### config.mk
export PLATFORM = sky130hd
export DESIGN_NAME = rename_unit
export DESIGN_NICKNAME = d
export VERILOG_FILES = /design/src/source/rename_pkg.sv /design/src/source/preg_bank_ring.sv /design/src/source/rename_map_table.sv /design/src/source/rename_ctrl.sv /design/src/source/rename_unit.sv
export VERILOG_INCLUDE_DIRS = /design/src /design/src/source
export SDC_FILE = /design/constraint.sdc
export NUM_CORES = 2
export LEC_CHECK = 0
export BUFFER_PORTS_ARGS = -buffer_cell sky130_fd_sc_hd__buf_2
export CAP_MARGIN = 20
export CORE_MARGIN = 5
export CORE_UTILIZATION = 55
export CTS_CLUSTER_DIAMETER = 50
export CTS_CLUSTER_SIZE = 28
export DETAILED_ROUTE_END_ITERATION = 10
export PLACE_DENSITY = 0.67
export SLEW_MARGIN = 20
export SYNTH_ARGS = -nofsm -noshare
export SYNTH_HDL_FRONTEND = slang
export SYNTH_SLANG_ARGS = --single-unit
### constraint.sdc
create_clock -name clk -period 9.9 [get_ports clk]
set_input_delay 0.495 -clock clk [delete_from_list [all_inputs] [get_ports clk]]
set_output_delay 0.495 -clock clk [all_outputs]
set_load 0.02 [all_outputs]
### src/source/rename_defines.svh
// Rename stage sizing macros
// Physical register count, banking, architectural register count,
// the first index the free rings hand out and the map initialization length

`ifndef RENAME_DEFINES_SVH
`define RENAME_DEFINES_SVH

// Total physical registers across all banks
`define RN_PREGS 256

// Number of physical register banks, selected by the top tag bits
`define RN_BANKS 4

// Indices per bank
`define RN_BANK_DEPTH 64

// Architectural registers visible to the instruction set
`define RN_AREGS 32

// Indices below this are held by the reset mapping in every bank
`define RN_RING_BASE 8

// Cycles spent writing the reset mapping, one register per cycle
`define RN_INIT_LEN 32

`endif

### src/source/rename_pkg.sv
// Rename stage types
// Register tag types, opcode and control state enums,
// and the request and response structs of the rename interface

`include "rename_defines.svh"

package rename_pkg;

	// ========================================================================
	// Register tags
	// ========================================================================

	localparam int PREG_W = $clog2(`RN_PREGS);
	localparam int BANK_W = $clog2(`RN_BANKS);
	localparam int IDX_W  = $clog2(`RN_BANK_DEPTH);
	localparam int AREG_W = $clog2(`RN_AREGS);

	// Physical tag, bank number in the top bits and bank index below it
	typedef logic [PREG_W-1:0] preg_t;
	typedef logic [BANK_W-1:0] bank_t;
	typedef logic [IDX_W-1:0]  idx_t;
	typedef logic [AREG_W-1:0] areg_t;

	// ========================================================================
	// Opcodes and states
	// ========================================================================

	// ALU has a destination and two sources, STORE only reads two sources
	typedef enum logic [1:0] {
		RN_NOP   = 2'd0,
		RN_ALU   = 2'd1,
		RN_STORE = 2'd2
	} rn_op_e;

	typedef enum logic {
		ST_INIT = 1'b0,
		ST_RUN  = 1'b1
	} rn_state_e;

	typedef struct packed {
		rn_op_e op;
		areg_t  dest;
		areg_t  src1;
		areg_t  src2;
	} rename_req_t;

	// The old mapping in pold goes on to retirement for later freeing
	typedef struct packed {
		logic   valid;
		rn_op_e op;
		preg_t  pdest;
		preg_t  psrc1;
		preg_t  psrc2;
		preg_t  pold;
	} rename_rsp_t;

endpackage

### src/source/preg_bank_ring.sv
// Free index ring of one physical register bank
// Rotates through indices RN_RING_BASE up to the top of the bank
// and presents the bank-tagged head register

`timescale 1ns/1ps
`include "rename_defines.svh"

module preg_bank_ring #(
	parameter int BANK = 0
) (
	input  logic              clk,
	input  logic              rst,
	input  logic              rot,
	output rename_pkg::preg_t head
);

	localparam int RING_LEN = `RN_BANK_DEPTH - `RN_RING_BASE;
	localparam int IDX_W    = rename_pkg::IDX_W;

	// Ring storage, entry 0 is the front and matches head_idx
	rename_pkg::idx_t ring [RING_LEN];
	rename_pkg::idx_t head_idx;

	// The ring is loaded in ascending order so reuse follows strict round robin
	// Each rotation moves the front entry to the back of the ring
	always_ff @(posedge clk) begin
		if (rst) begin
			for (int i = 0; i < RING_LEN; i++) begin
				ring[i] <= rename_pkg::idx_t'(`RN_RING_BASE + i);
			end
			head_idx <= rename_pkg::idx_t'(`RN_RING_BASE);
		end else if (rot) begin
			for (int i = 0; i < RING_LEN - 1; i++) begin
				ring[i] <= ring[i+1];
			end
			ring[RING_LEN-1] <= ring[0];
			// Next front entry becomes the new head
			head_idx <= ring[1];
		end
	end

	assign head = {rename_pkg::bank_t'(BANK), head_idx};

	// Indices below the base belong to the reset mapping and must never be handed out
	a_head_above_base: assert property (@(posedge clk) disable iff (rst)
		head[IDX_W-1:0] >= `RN_RING_BASE);

	// A rotation steps the head to the next index and wraps back to the base
	a_head_order: assert property (@(posedge clk) disable iff (rst)
		rot |=> (head[IDX_W-1:0] == (($past(head[IDX_W-1:0]) == `RN_BANK_DEPTH - 1) ?
			rename_pkg::idx_t'(`RN_RING_BASE) : $past(head[IDX_W-1:0]) + 1'b1)));

endmodule

### src/source/rename_map_table.sv
// Architectural to physical register map
// Three combinational read ports for the sources and the old destination,
// one clocked write port shared by initialization and allocation

`timescale 1ns/1ps
`include "rename_defines.svh"

module rename_map_table (
	input  logic              clk,
	input  logic              rst,
	input  rename_pkg::areg_t rd_a,
	input  rename_pkg::areg_t rd_b,
	input  rename_pkg::areg_t rd_c,
	output rename_pkg::preg_t rd_a_tag,
	output rename_pkg::preg_t rd_b_tag,
	output rename_pkg::preg_t rd_c_tag,
	input  logic              we,
	input  rename_pkg::areg_t wa,
	input  rename_pkg::preg_t wd
);

	// ========================================================================
	// Storage
	// ========================================================================

	// One physical tag per architectural register
	rename_pkg::preg_t map [`RN_AREGS];

	// A write lands at the clock edge, so a read in the same cycle returns
	// the previous mapping and a read in the next cycle the new one
	always_ff @(posedge clk) begin
		if (we) begin
			map[wa] <= wd;
		end
	end

	// ========================================================================
	// Read ports
	// ========================================================================

	// Port a serves src1, port b serves src2
	assign rd_a_tag = map[rd_a];
	assign rd_b_tag = map[rd_b];

	// Port c returns the mapping that the destination is about to replace
	assign rd_c_tag = map[rd_c];

	// Write addresses come from the control, either the init counter or the request
	a_wa_known: assert property (@(posedge clk) disable iff (rst)
		we |-> !$isunknown(wa));

endmodule

### src/source/rename_ctrl.sv
// Rename control
// Init and run FSM that fills the map with the reset mapping,
// round robin destination bank pointer, head selection, map write steering
// and the registered rename response

`timescale 1ns/1ps
`include "rename_defines.svh"

module rename_ctrl (
	input  logic                              clk,
	input  logic                              rst,
	input  rename_pkg::rename_req_t           req,
	output logic                              ready,
	output rename_pkg::rename_rsp_t           rsp,
	output logic [`RN_BANKS-1:0]              rot,
	input  rename_pkg::preg_t [`RN_BANKS-1:0] heads,
	output rename_pkg::areg_t                 rd_a,
	output rename_pkg::areg_t                 rd_b,
	output rename_pkg::areg_t                 rd_c,
	input  rename_pkg::preg_t                 rd_a_tag,
	input  rename_pkg::preg_t                 rd_b_tag,
	input  rename_pkg::preg_t                 rd_c_tag,
	output logic                              we,
	output rename_pkg::areg_t                 wa,
	output rename_pkg::preg_t                 wd
);

	localparam int CNT_W = $clog2(`RN_INIT_LEN);

	rename_pkg::rn_state_e state;
	logic [CNT_W-1:0]      init_cnt;
	rename_pkg::bank_t     bank_ptr;
	logic                  accept;
	logic                  alloc;
	rename_pkg::preg_t     init_tag;
	rename_pkg::preg_t     new_tag;
	logic                  rsp_valid;
	rename_pkg::rn_op_e    rsp_op;
	rename_pkg::preg_t     rsp_pdest;
	rename_pkg::preg_t     rsp_psrc1;
	rename_pkg::preg_t     rsp_psrc2;
	rename_pkg::preg_t     rsp_pold;

	// ========================================================================
	// Initialization FSM
	// ========================================================================

	// One architectural register is written per cycle, then the unit goes live
	always_ff @(posedge clk) begin
		if (rst) begin
			state    <= rename_pkg::ST_INIT;
			init_cnt <= '0;
		end else if (state == rename_pkg::ST_INIT) begin
			init_cnt <= init_cnt + 1'b1;
			if (init_cnt == CNT_W'(`RN_INIT_LEN - 1)) begin
				state <= rename_pkg::ST_RUN;
			end
		end
	end

	assign ready = (state == rename_pkg::ST_RUN);

	// Register i sits in bank i mod 4 at index i div 4
	assign init_tag = {rename_pkg::bank_t'(init_cnt % `RN_BANKS),
		rename_pkg::idx_t'(init_cnt / `RN_BANKS)};

	// ========================================================================
	// Allocation
	// ========================================================================

	assign accept  = ready && (req.op != rename_pkg::RN_NOP);
	assign alloc   = ready && (req.op == rename_pkg::RN_ALU);
	assign new_tag = heads[bank_ptr];

	// Destination banks are taken in turn, one step per allocation
	always_ff @(posedge clk) begin
		if (rst) begin
			bank_ptr <= '0;
		end else if (alloc) begin
			bank_ptr <= bank_ptr + 1'b1;
		end
	end

	// Only the bank that just gave up its head rotates
	always_comb begin
		rot = '0;
		if (alloc) begin
			rot[bank_ptr] = 1'b1;
		end
	end

	// Sources and the old destination mapping are read in the acceptance cycle
	assign rd_a = req.src1;
	assign rd_b = req.src2;
	assign rd_c = req.dest;

	// Write port belongs to the init walk first, then to allocations
	assign we = (state == rename_pkg::ST_INIT) || alloc;
	assign wa = (state == rename_pkg::ST_INIT) ? rename_pkg::areg_t'(init_cnt) : req.dest;
	assign wd = (state == rename_pkg::ST_INIT) ? init_tag : new_tag;

	// ========================================================================
	// Response register
	// ========================================================================

	always_ff @(posedge clk) begin
		if (rst) begin
			rsp_valid <= 1'b0;
		end else begin
			rsp_valid <= accept;
		end
	end

	// Stores carry no destination, so pdest and pold read as zero for them
	always_ff @(posedge clk) begin
		if (accept) begin
			rsp_op    <= req.op;
			rsp_psrc1 <= rd_a_tag;
			rsp_psrc2 <= rd_b_tag;
			rsp_pdest <= alloc ? new_tag : '0;
			rsp_pold  <= alloc ? rd_c_tag : '0;
		end
	end

	assign rsp = '{valid: rsp_valid, op: rsp_op, pdest: rsp_pdest,
		psrc1: rsp_psrc1, psrc2: rsp_psrc2, pold: rsp_pold};

	a_rot_onehot: assert property (@(posedge clk) disable iff (rst) $onehot0(rot));

	// Rings must stay at their reset heads while the map is being filled
	a_rot_run_only: assert property (@(posedge clk) disable iff (rst)
		(state != rename_pkg::ST_RUN) |-> (rot == '0));

	a_rsp_after_ready: assert property (@(posedge clk) disable iff (rst)
		rsp.valid |-> $past(ready));

endmodule

### src/source/rename_unit.sv
// Rename unit top level
// Connects the control, the four free index rings and the map table

`timescale 1ns/1ps
`include "rename_defines.svh"

module rename_unit (
	input  logic                    clk,
	input  logic                    rst,
	input  rename_pkg::rename_req_t req,
	output logic                    ready,
	output rename_pkg::rename_rsp_t rsp
);

	// Rotate pulses and head tags, one per bank
	logic [`RN_BANKS-1:0]              rot;
	rename_pkg::preg_t [`RN_BANKS-1:0] heads;

	// Map table ports
	rename_pkg::areg_t rd_a;
	rename_pkg::areg_t rd_b;
	rename_pkg::areg_t rd_c;
	rename_pkg::preg_t rd_a_tag;
	rename_pkg::preg_t rd_b_tag;
	rename_pkg::preg_t rd_c_tag;
	logic              we;
	rename_pkg::areg_t wa;
	rename_pkg::preg_t wd;

	rename_ctrl u_rename_ctrl (
		.clk      (clk),
		.rst      (rst),
		.req      (req),
		.ready    (ready),
		.rsp      (rsp),
		.rot      (rot),
		.heads    (heads),
		.rd_a     (rd_a),
		.rd_b     (rd_b),
		.rd_c     (rd_c),
		.rd_a_tag (rd_a_tag),
		.rd_b_tag (rd_b_tag),
		.rd_c_tag (rd_c_tag),
		.we       (we),
		.wa       (wa),
		.wd       (wd)
	);

	// Bank number is baked into each ring's head tag
	for (genvar b = 0; b < `RN_BANKS; b++) begin : g_bank
		preg_bank_ring #(
			.BANK (b)
		) u_ring (
			.clk  (clk),
			.rst  (rst),
			.rot  (rot[b]),
			.head (heads[b])
		);
	end

	rename_map_table u_rename_map_table (
		.clk      (clk),
		.rst      (rst),
		.rd_a     (rd_a),
		.rd_b     (rd_b),
		.rd_c     (rd_c),
		.rd_a_tag (rd_a_tag),
		.rd_b_tag (rd_b_tag),
		.rd_c_tag (rd_c_tag),
		.we       (we),
		.wa       (wa),
		.wd       (wd)
	);

endmodule

* Word level (Yosys, flattened, before mapping) *
Memory sizes are Yosys's and may differ from the RTL's. A register that Yosys moved wholly into a read port is not among the register bits.
Cells that the tools add are included.

storage, ports and cells
  flip-flop bits (word level) = 43
  bits in writable memories = 1600
  input port bits = 19
  output and inout bits = 36
  memories kept = 5

operators by class
  add/sub/neg operators = 2
  $lt $le $gt $ge = 2
  equal/unequal tests = 2
  mux-type cells = 249
  bitwise logic cells = 225
  reduce and logical (&&, ||, !) cells = 6

memories
  name                    words  width  rd ports  clocked after memory_dff  write ports  RTL line                RTL
  g_bank[0].u_ring.ring   56     6      56        0                         56           preg_bank_ring.sv:21    rename_pkg::idx_t ring [RING_LEN];
  g_bank[1].u_ring.ring   56     6      56        0                         56           preg_bank_ring.sv:21
  g_bank[2].u_ring.ring   56     6      56        0                         56           preg_bank_ring.sv:21
  g_bank[3].u_ring.ring   56     6      56        0                         56           preg_bank_ring.sv:21
  u_rename_map_table.map  32     8      3         3                         1            rename_map_table.sv:27  rename_pkg::preg_t map [`RN_AREGS];

operators with widths
  operator                                                    number
  2-to-1 mux 6 bit                                            224
  bitwise OR 1 bit                                            224
  2-to-1 mux 1 bit                                            19
  binary-select mux 8 bit (select 2 bit)                      1
  2-to-1 mux 8 bit                                            2
  adder 5 x 1 -> 5 bit, second input constant                 1
  == test 5 bit, second input constant                        1
  2-to-1 mux 5 bit                                            1
  2-to-1 mux 4 bit                                            1
  logical AND 1 bit                                           3
  less-than comparator 2 x 3 -> 1 bit, second input constant  1
  adder 2 x 1 -> 2 bit, second input constant                 1
  demux 1 bit (select 2 bit)                                  1
  == test 2 x 1 -> 1 bit, second input constant               1
  >= comparator 2 x 1 -> 1 bit, second input constant         1
  nonzero test 2 bit                                          1
  logical NOT 1 bit                                           1
  logical OR 1 bit                                            1
  NOT 1 bit                                                   1

* Depth between registers and ports, before layout *
  word-level depth = 9
  mapped depth = 7
  depth with buffers taken out = 5

* By module *
From an unflattened synthesis, not the netlist that was laid out.

unflattened totals
  cell total of the unflattened synthesis = 3743
  area, all modules = 66498.8 um2

by module, submodules not included
  module                                 instances  cells each  area an instance (um2)  seq. area each (um2)
  preg_bank_ring (g_bank[1].u_ring ...)  2          740         12633.4                 10209.8
  preg_bank_ring (g_bank[0].u_ring ...)  2          739         12629.6                 10209.8
  rename_map_table                       1          623         13882.1                 7687.4
  rename_ctrl                            1          162         2090.8                  1201.2

* Worst setup path after synthesis *
Ideal clock, no wire load.

  kind = flip-flop to flip-flop
  start point = register u_rename_ctrl.state, in the netlist u_rename_ctrl.ready
  end point = memory g_bank[0].u_ring.ring[0][0] in the netlist's numbering (enable)
  setup time = 0.684 ns
  arrival time = 7.802 ns
  data required time = 9.216 ns
  path slack = 1.414 ns
  stages on the path, launching flop included = 6
  buffers on the path = 2
  cells stage by stage = dfxtp_1 clkbuf_1 and3b_1 clkbuf_1 a21oi_1 inv_1

RTL lines
  element                 RTL line              RTL
  from (decl)             rename_ctrl.sv:30     rename_pkg::rn_state_e state;
  from (signal assigned)  rename_ctrl.sv:51     state <= rename_pkg::ST_INIT;
  from (signal assigned)  rename_ctrl.sv:56     state <= rename_pkg::ST_RUN;
  to (decl)               preg_bank_ring.sv:21

==> impl_metrics.json <==
{
  "status": "completed",
  "gr-usage-all-layers": 0.180,
  "ys_ff_latch": 1667,
  "p_per_area_nw_per_um2": 196,
  "drt-vias-per-instance": 5.70,
  "cts-htree-levels": 4,
  "synth_nets": 3779,
  "layout_common_cells": "1634 x edfxtp_1, 445 x and3_1, 371 x nand2b_1",
  "cp.required_ns": 10.25,
  "diodes": 0,
  "power.switching_mw": 3.07,
  "dp_cells": 5189,
  "postRouteWirelength_um": 114000,
  "dieArea_um2": 127000,
  "die_h_um": 356,
  "synth_area_leaders": "edfxtp_1 74%, mux4_2 7.6%, and3_1 4.2%, nand2b_1 3.5%, or2_2 3.3%",
  "core_area_um2": 119000,
  "seq_power_share": 0.558,
  "end_kind": "flip-flop",
  "routedWlPerCell_um": 21.0,
  "grt_pass1_vias": 30000,
  "syn_inst": 3754,
  "detail-route-antenna-nets": 0,
  "ctsHoldBuffers": 2,
  "rsz0062_at_grt": "false",
  "fin_setup_tns_ns": 0,
  "worstPathMaxFanout": 187,
  "max_freq_ghz": 0.248,
  "synthArstFlopShare": 0,
  "post_cts_resized": 0,
  "stdcell_count": 5449,
  "post-cts-setup-buffer-count": 0,
  "comb_power_share": 0.034,
  "grt_pass1_wl_um": 178000,
  "ys_seq_area_frac": 0.754,
  "top_layer_used": "met5",
  "holdCritPathClass": "in2reg",
  "cts-buffers-inserted": 139,
  "avgSynthCellArea_um2": 17.6,
  "drive_gt1_frac": 0.244,
  "num_vias": 31100,
  "m1WireLength_um": 52800,
  "finalSetupViolCount": 0,
  "finClkSkew_ns": 0.0347,
  "netlist_area_um2": 65900,
  "wl_met3_um": 7610,
  "power_switching_share": 0.215,
  "gp_congestion": 0.810,
  "cap_violations": 0,
  "synth_cell_types": 38,
  "finalNetCount": 3747,
  "hold_violations": 0,
  "drc": 0,
  "antenna_found_initial": 6,
  "min_path_cells": 2,
  "yosys_warnings": 0,
  "met2RoutedLength_um": 50200,
  "reg2reg_depth": 5,
  "period_minus_slack_ns": 4.03,
  "clockBufferDepth": 3,
  "path_class": "reg2reg",
  "grt_overflow": 0,
  "cp.arrival_ns": 4.38,
  "synth_ff_type": "edfxtp_1",
  "finalCritPeriodShare": 0.407,
  "area_delta_synth_final_pct": 9.95,
  "slew_violations": 0,
  "finish.instance_area_um2": 72500,
  "io_buffers": 54,
  "synth_edf_count": 1634,
  "slew_headroom": 0.236,
  "worst_slew_pin_slew_ns": 1.15,
  "post-dp-hpwl_um": 59600,
  "layout_commonest_cell": "edfxtp_1",
  "yosysTopAreaCellShare": 0.744,
  "first_pass_iters": 5,
  "drt_iter0_drc": 3632,
  "peakVddDrop_mv": 0.193,
  "cts_sinks": 1667,
  "grt_max_degree": 227,
  "yosysTopAreaCell": "edfxtp_1",
  "p_clk_frac": 0.409,
  "cts_tree": "built",
  "cp-start-kind": "flip-flop",
  "p_int_mw": 11.2,
  "worst_skew_pair.late_latency_ns": 0.74,
  "dpl_cell_area_um2": 67500,
  "p_leak_nw": 24.0,
  "top_level_ports": 55,
  "clkTransAtPathRegs_ns": 0.07,
  "die-width_um": 356,
  "start_util": 0.552,
  "cts-root-buf": "clkbuf_16",
  "rows": 127
}
-- layout make-up --
cell class	count	area, µm²
clock buffer	147	3540
clock inverter	109	1360
fill	8597	47000
inverter	12	75.1
multi-input combinational	1810	15100
sequential	1667	49700
tap	1612	2020
timing repair buffer	92	656
-- metrics by stage --
stage               setup slack, ns  total power, mW   util  hold WS (ns)
floorplan                      1.41             8.49      -         0.421
global placement               5.84             8.57  0.565         0.435
detailed placement             5.79             8.57  0.565         0.436
CTS                            5.77             14.4  0.606         0.134
global route                   5.45             14.7  0.607         0.171
finish                         5.87             14.2  0.607         0.169
-- routing by layer --
layer | GRT usage | up-vias
met4 | 0.0655 | 8
met5 | 0 | -
li1 | - | 14100
met3 | 0.0409 | 232
met1 | 0.279 | 15900
met2 | 0.253 | 825
-- power groups by stage --
stage | logic, mW | clock network [mW] | registers (mW)
final | 0.478 | 5.82 | 7.94
after CTS | 0.480 | 5.97 | 7.94
after detailed placement | 0.478 | 0 | 8.10
after global placement | 0.474 | 0 | 8.10
after global routing | 0.511 | 6.28 | 7.95
after floorplan | 0.346 | 0 | 8.15
-- registers in the layout, summed over array words and instances (netlist names) --
name and cells:
u_rename_ctrl.rsp_op 2, g_bank.u_ring.head_idx 24, u_rename_map_table.map 256, u_rename_ctrl.rsp_pold 8, u_rename_ctrl.rsp_psrc2 8, u_rename_ctrl.rsp_psrc1 8
u_rename_ctrl.init_cnt 5, u_rename_ctrl.rsp_valid 1, u_rename_ctrl.ready 1, g_bank.u_ring.ring 1344, u_rename_ctrl.bank_ptr 2, u_rename_ctrl.rsp_pdest 8
-- worst paths after layout --
path                            slack, ns                          from                            end
worst min-delay path                 0.17                           rst        u_rename_ctrl.rsp_valid
worst min register to register       0.45  g_bank[3].u_ring.head_idx[4]   g_bank[3].u_ring.head_idx[4]
worst max-delay path                 5.87     u_rename_ctrl.bank_ptr[0]  g_bank[1].u_ring.ring[0][128]
worst max register to register       5.87     u_rename_ctrl.bank_ptr[0]  g_bank[1].u_ring.ring[0][128]
-- synthesized netlist by cell type (7+ instances only) --
library cell / instances
inv_1: 11
edfxtp_1: 1634
and2_1: 12
dfxtp_1: 33
buf_1: 22
a221o_1: 8
clkbuf_1: 216
buf_4: 13
mux2_2: 17
nand2_1: 31
and3_1: 445
o21ai_0: 9
buf_2: 12
a22oi_1: 9
a21o_1: 20
mux4_2: 222
nor2b_1: 186
nor2_1: 48
mux2i_1: 34
or2_2: 349
a21oi_1: 7
a31oi_1: 8
nand2b_1: 371
-- cell families (layout without fill, tap and decap cells) --
family | count (synthesis) | count (layout) | share of synthesized area
compound gates | 79 | 79 | 0.00888
xor+xnor | 2 | 2 | 0.000266
fa+ha+maj | 6 | 6 | 0.00114
buf+inv | 277 | 360 | 0.0170
flops | 1667 | 1667 | 0.754
mux | 273 | 273 | 0.0839
simple gates | 1450 | 1450 | 0.135
-- critical path: stages, from the launching register on --
cell     delay [ns]
dfxtp_1        0.61
ha_2           0.25
buf_4          0.62
a21oi_1        0.44
inv_8          0.73
buf_12         0.70
Note: power is estimated with default switching activity, not from simulation.
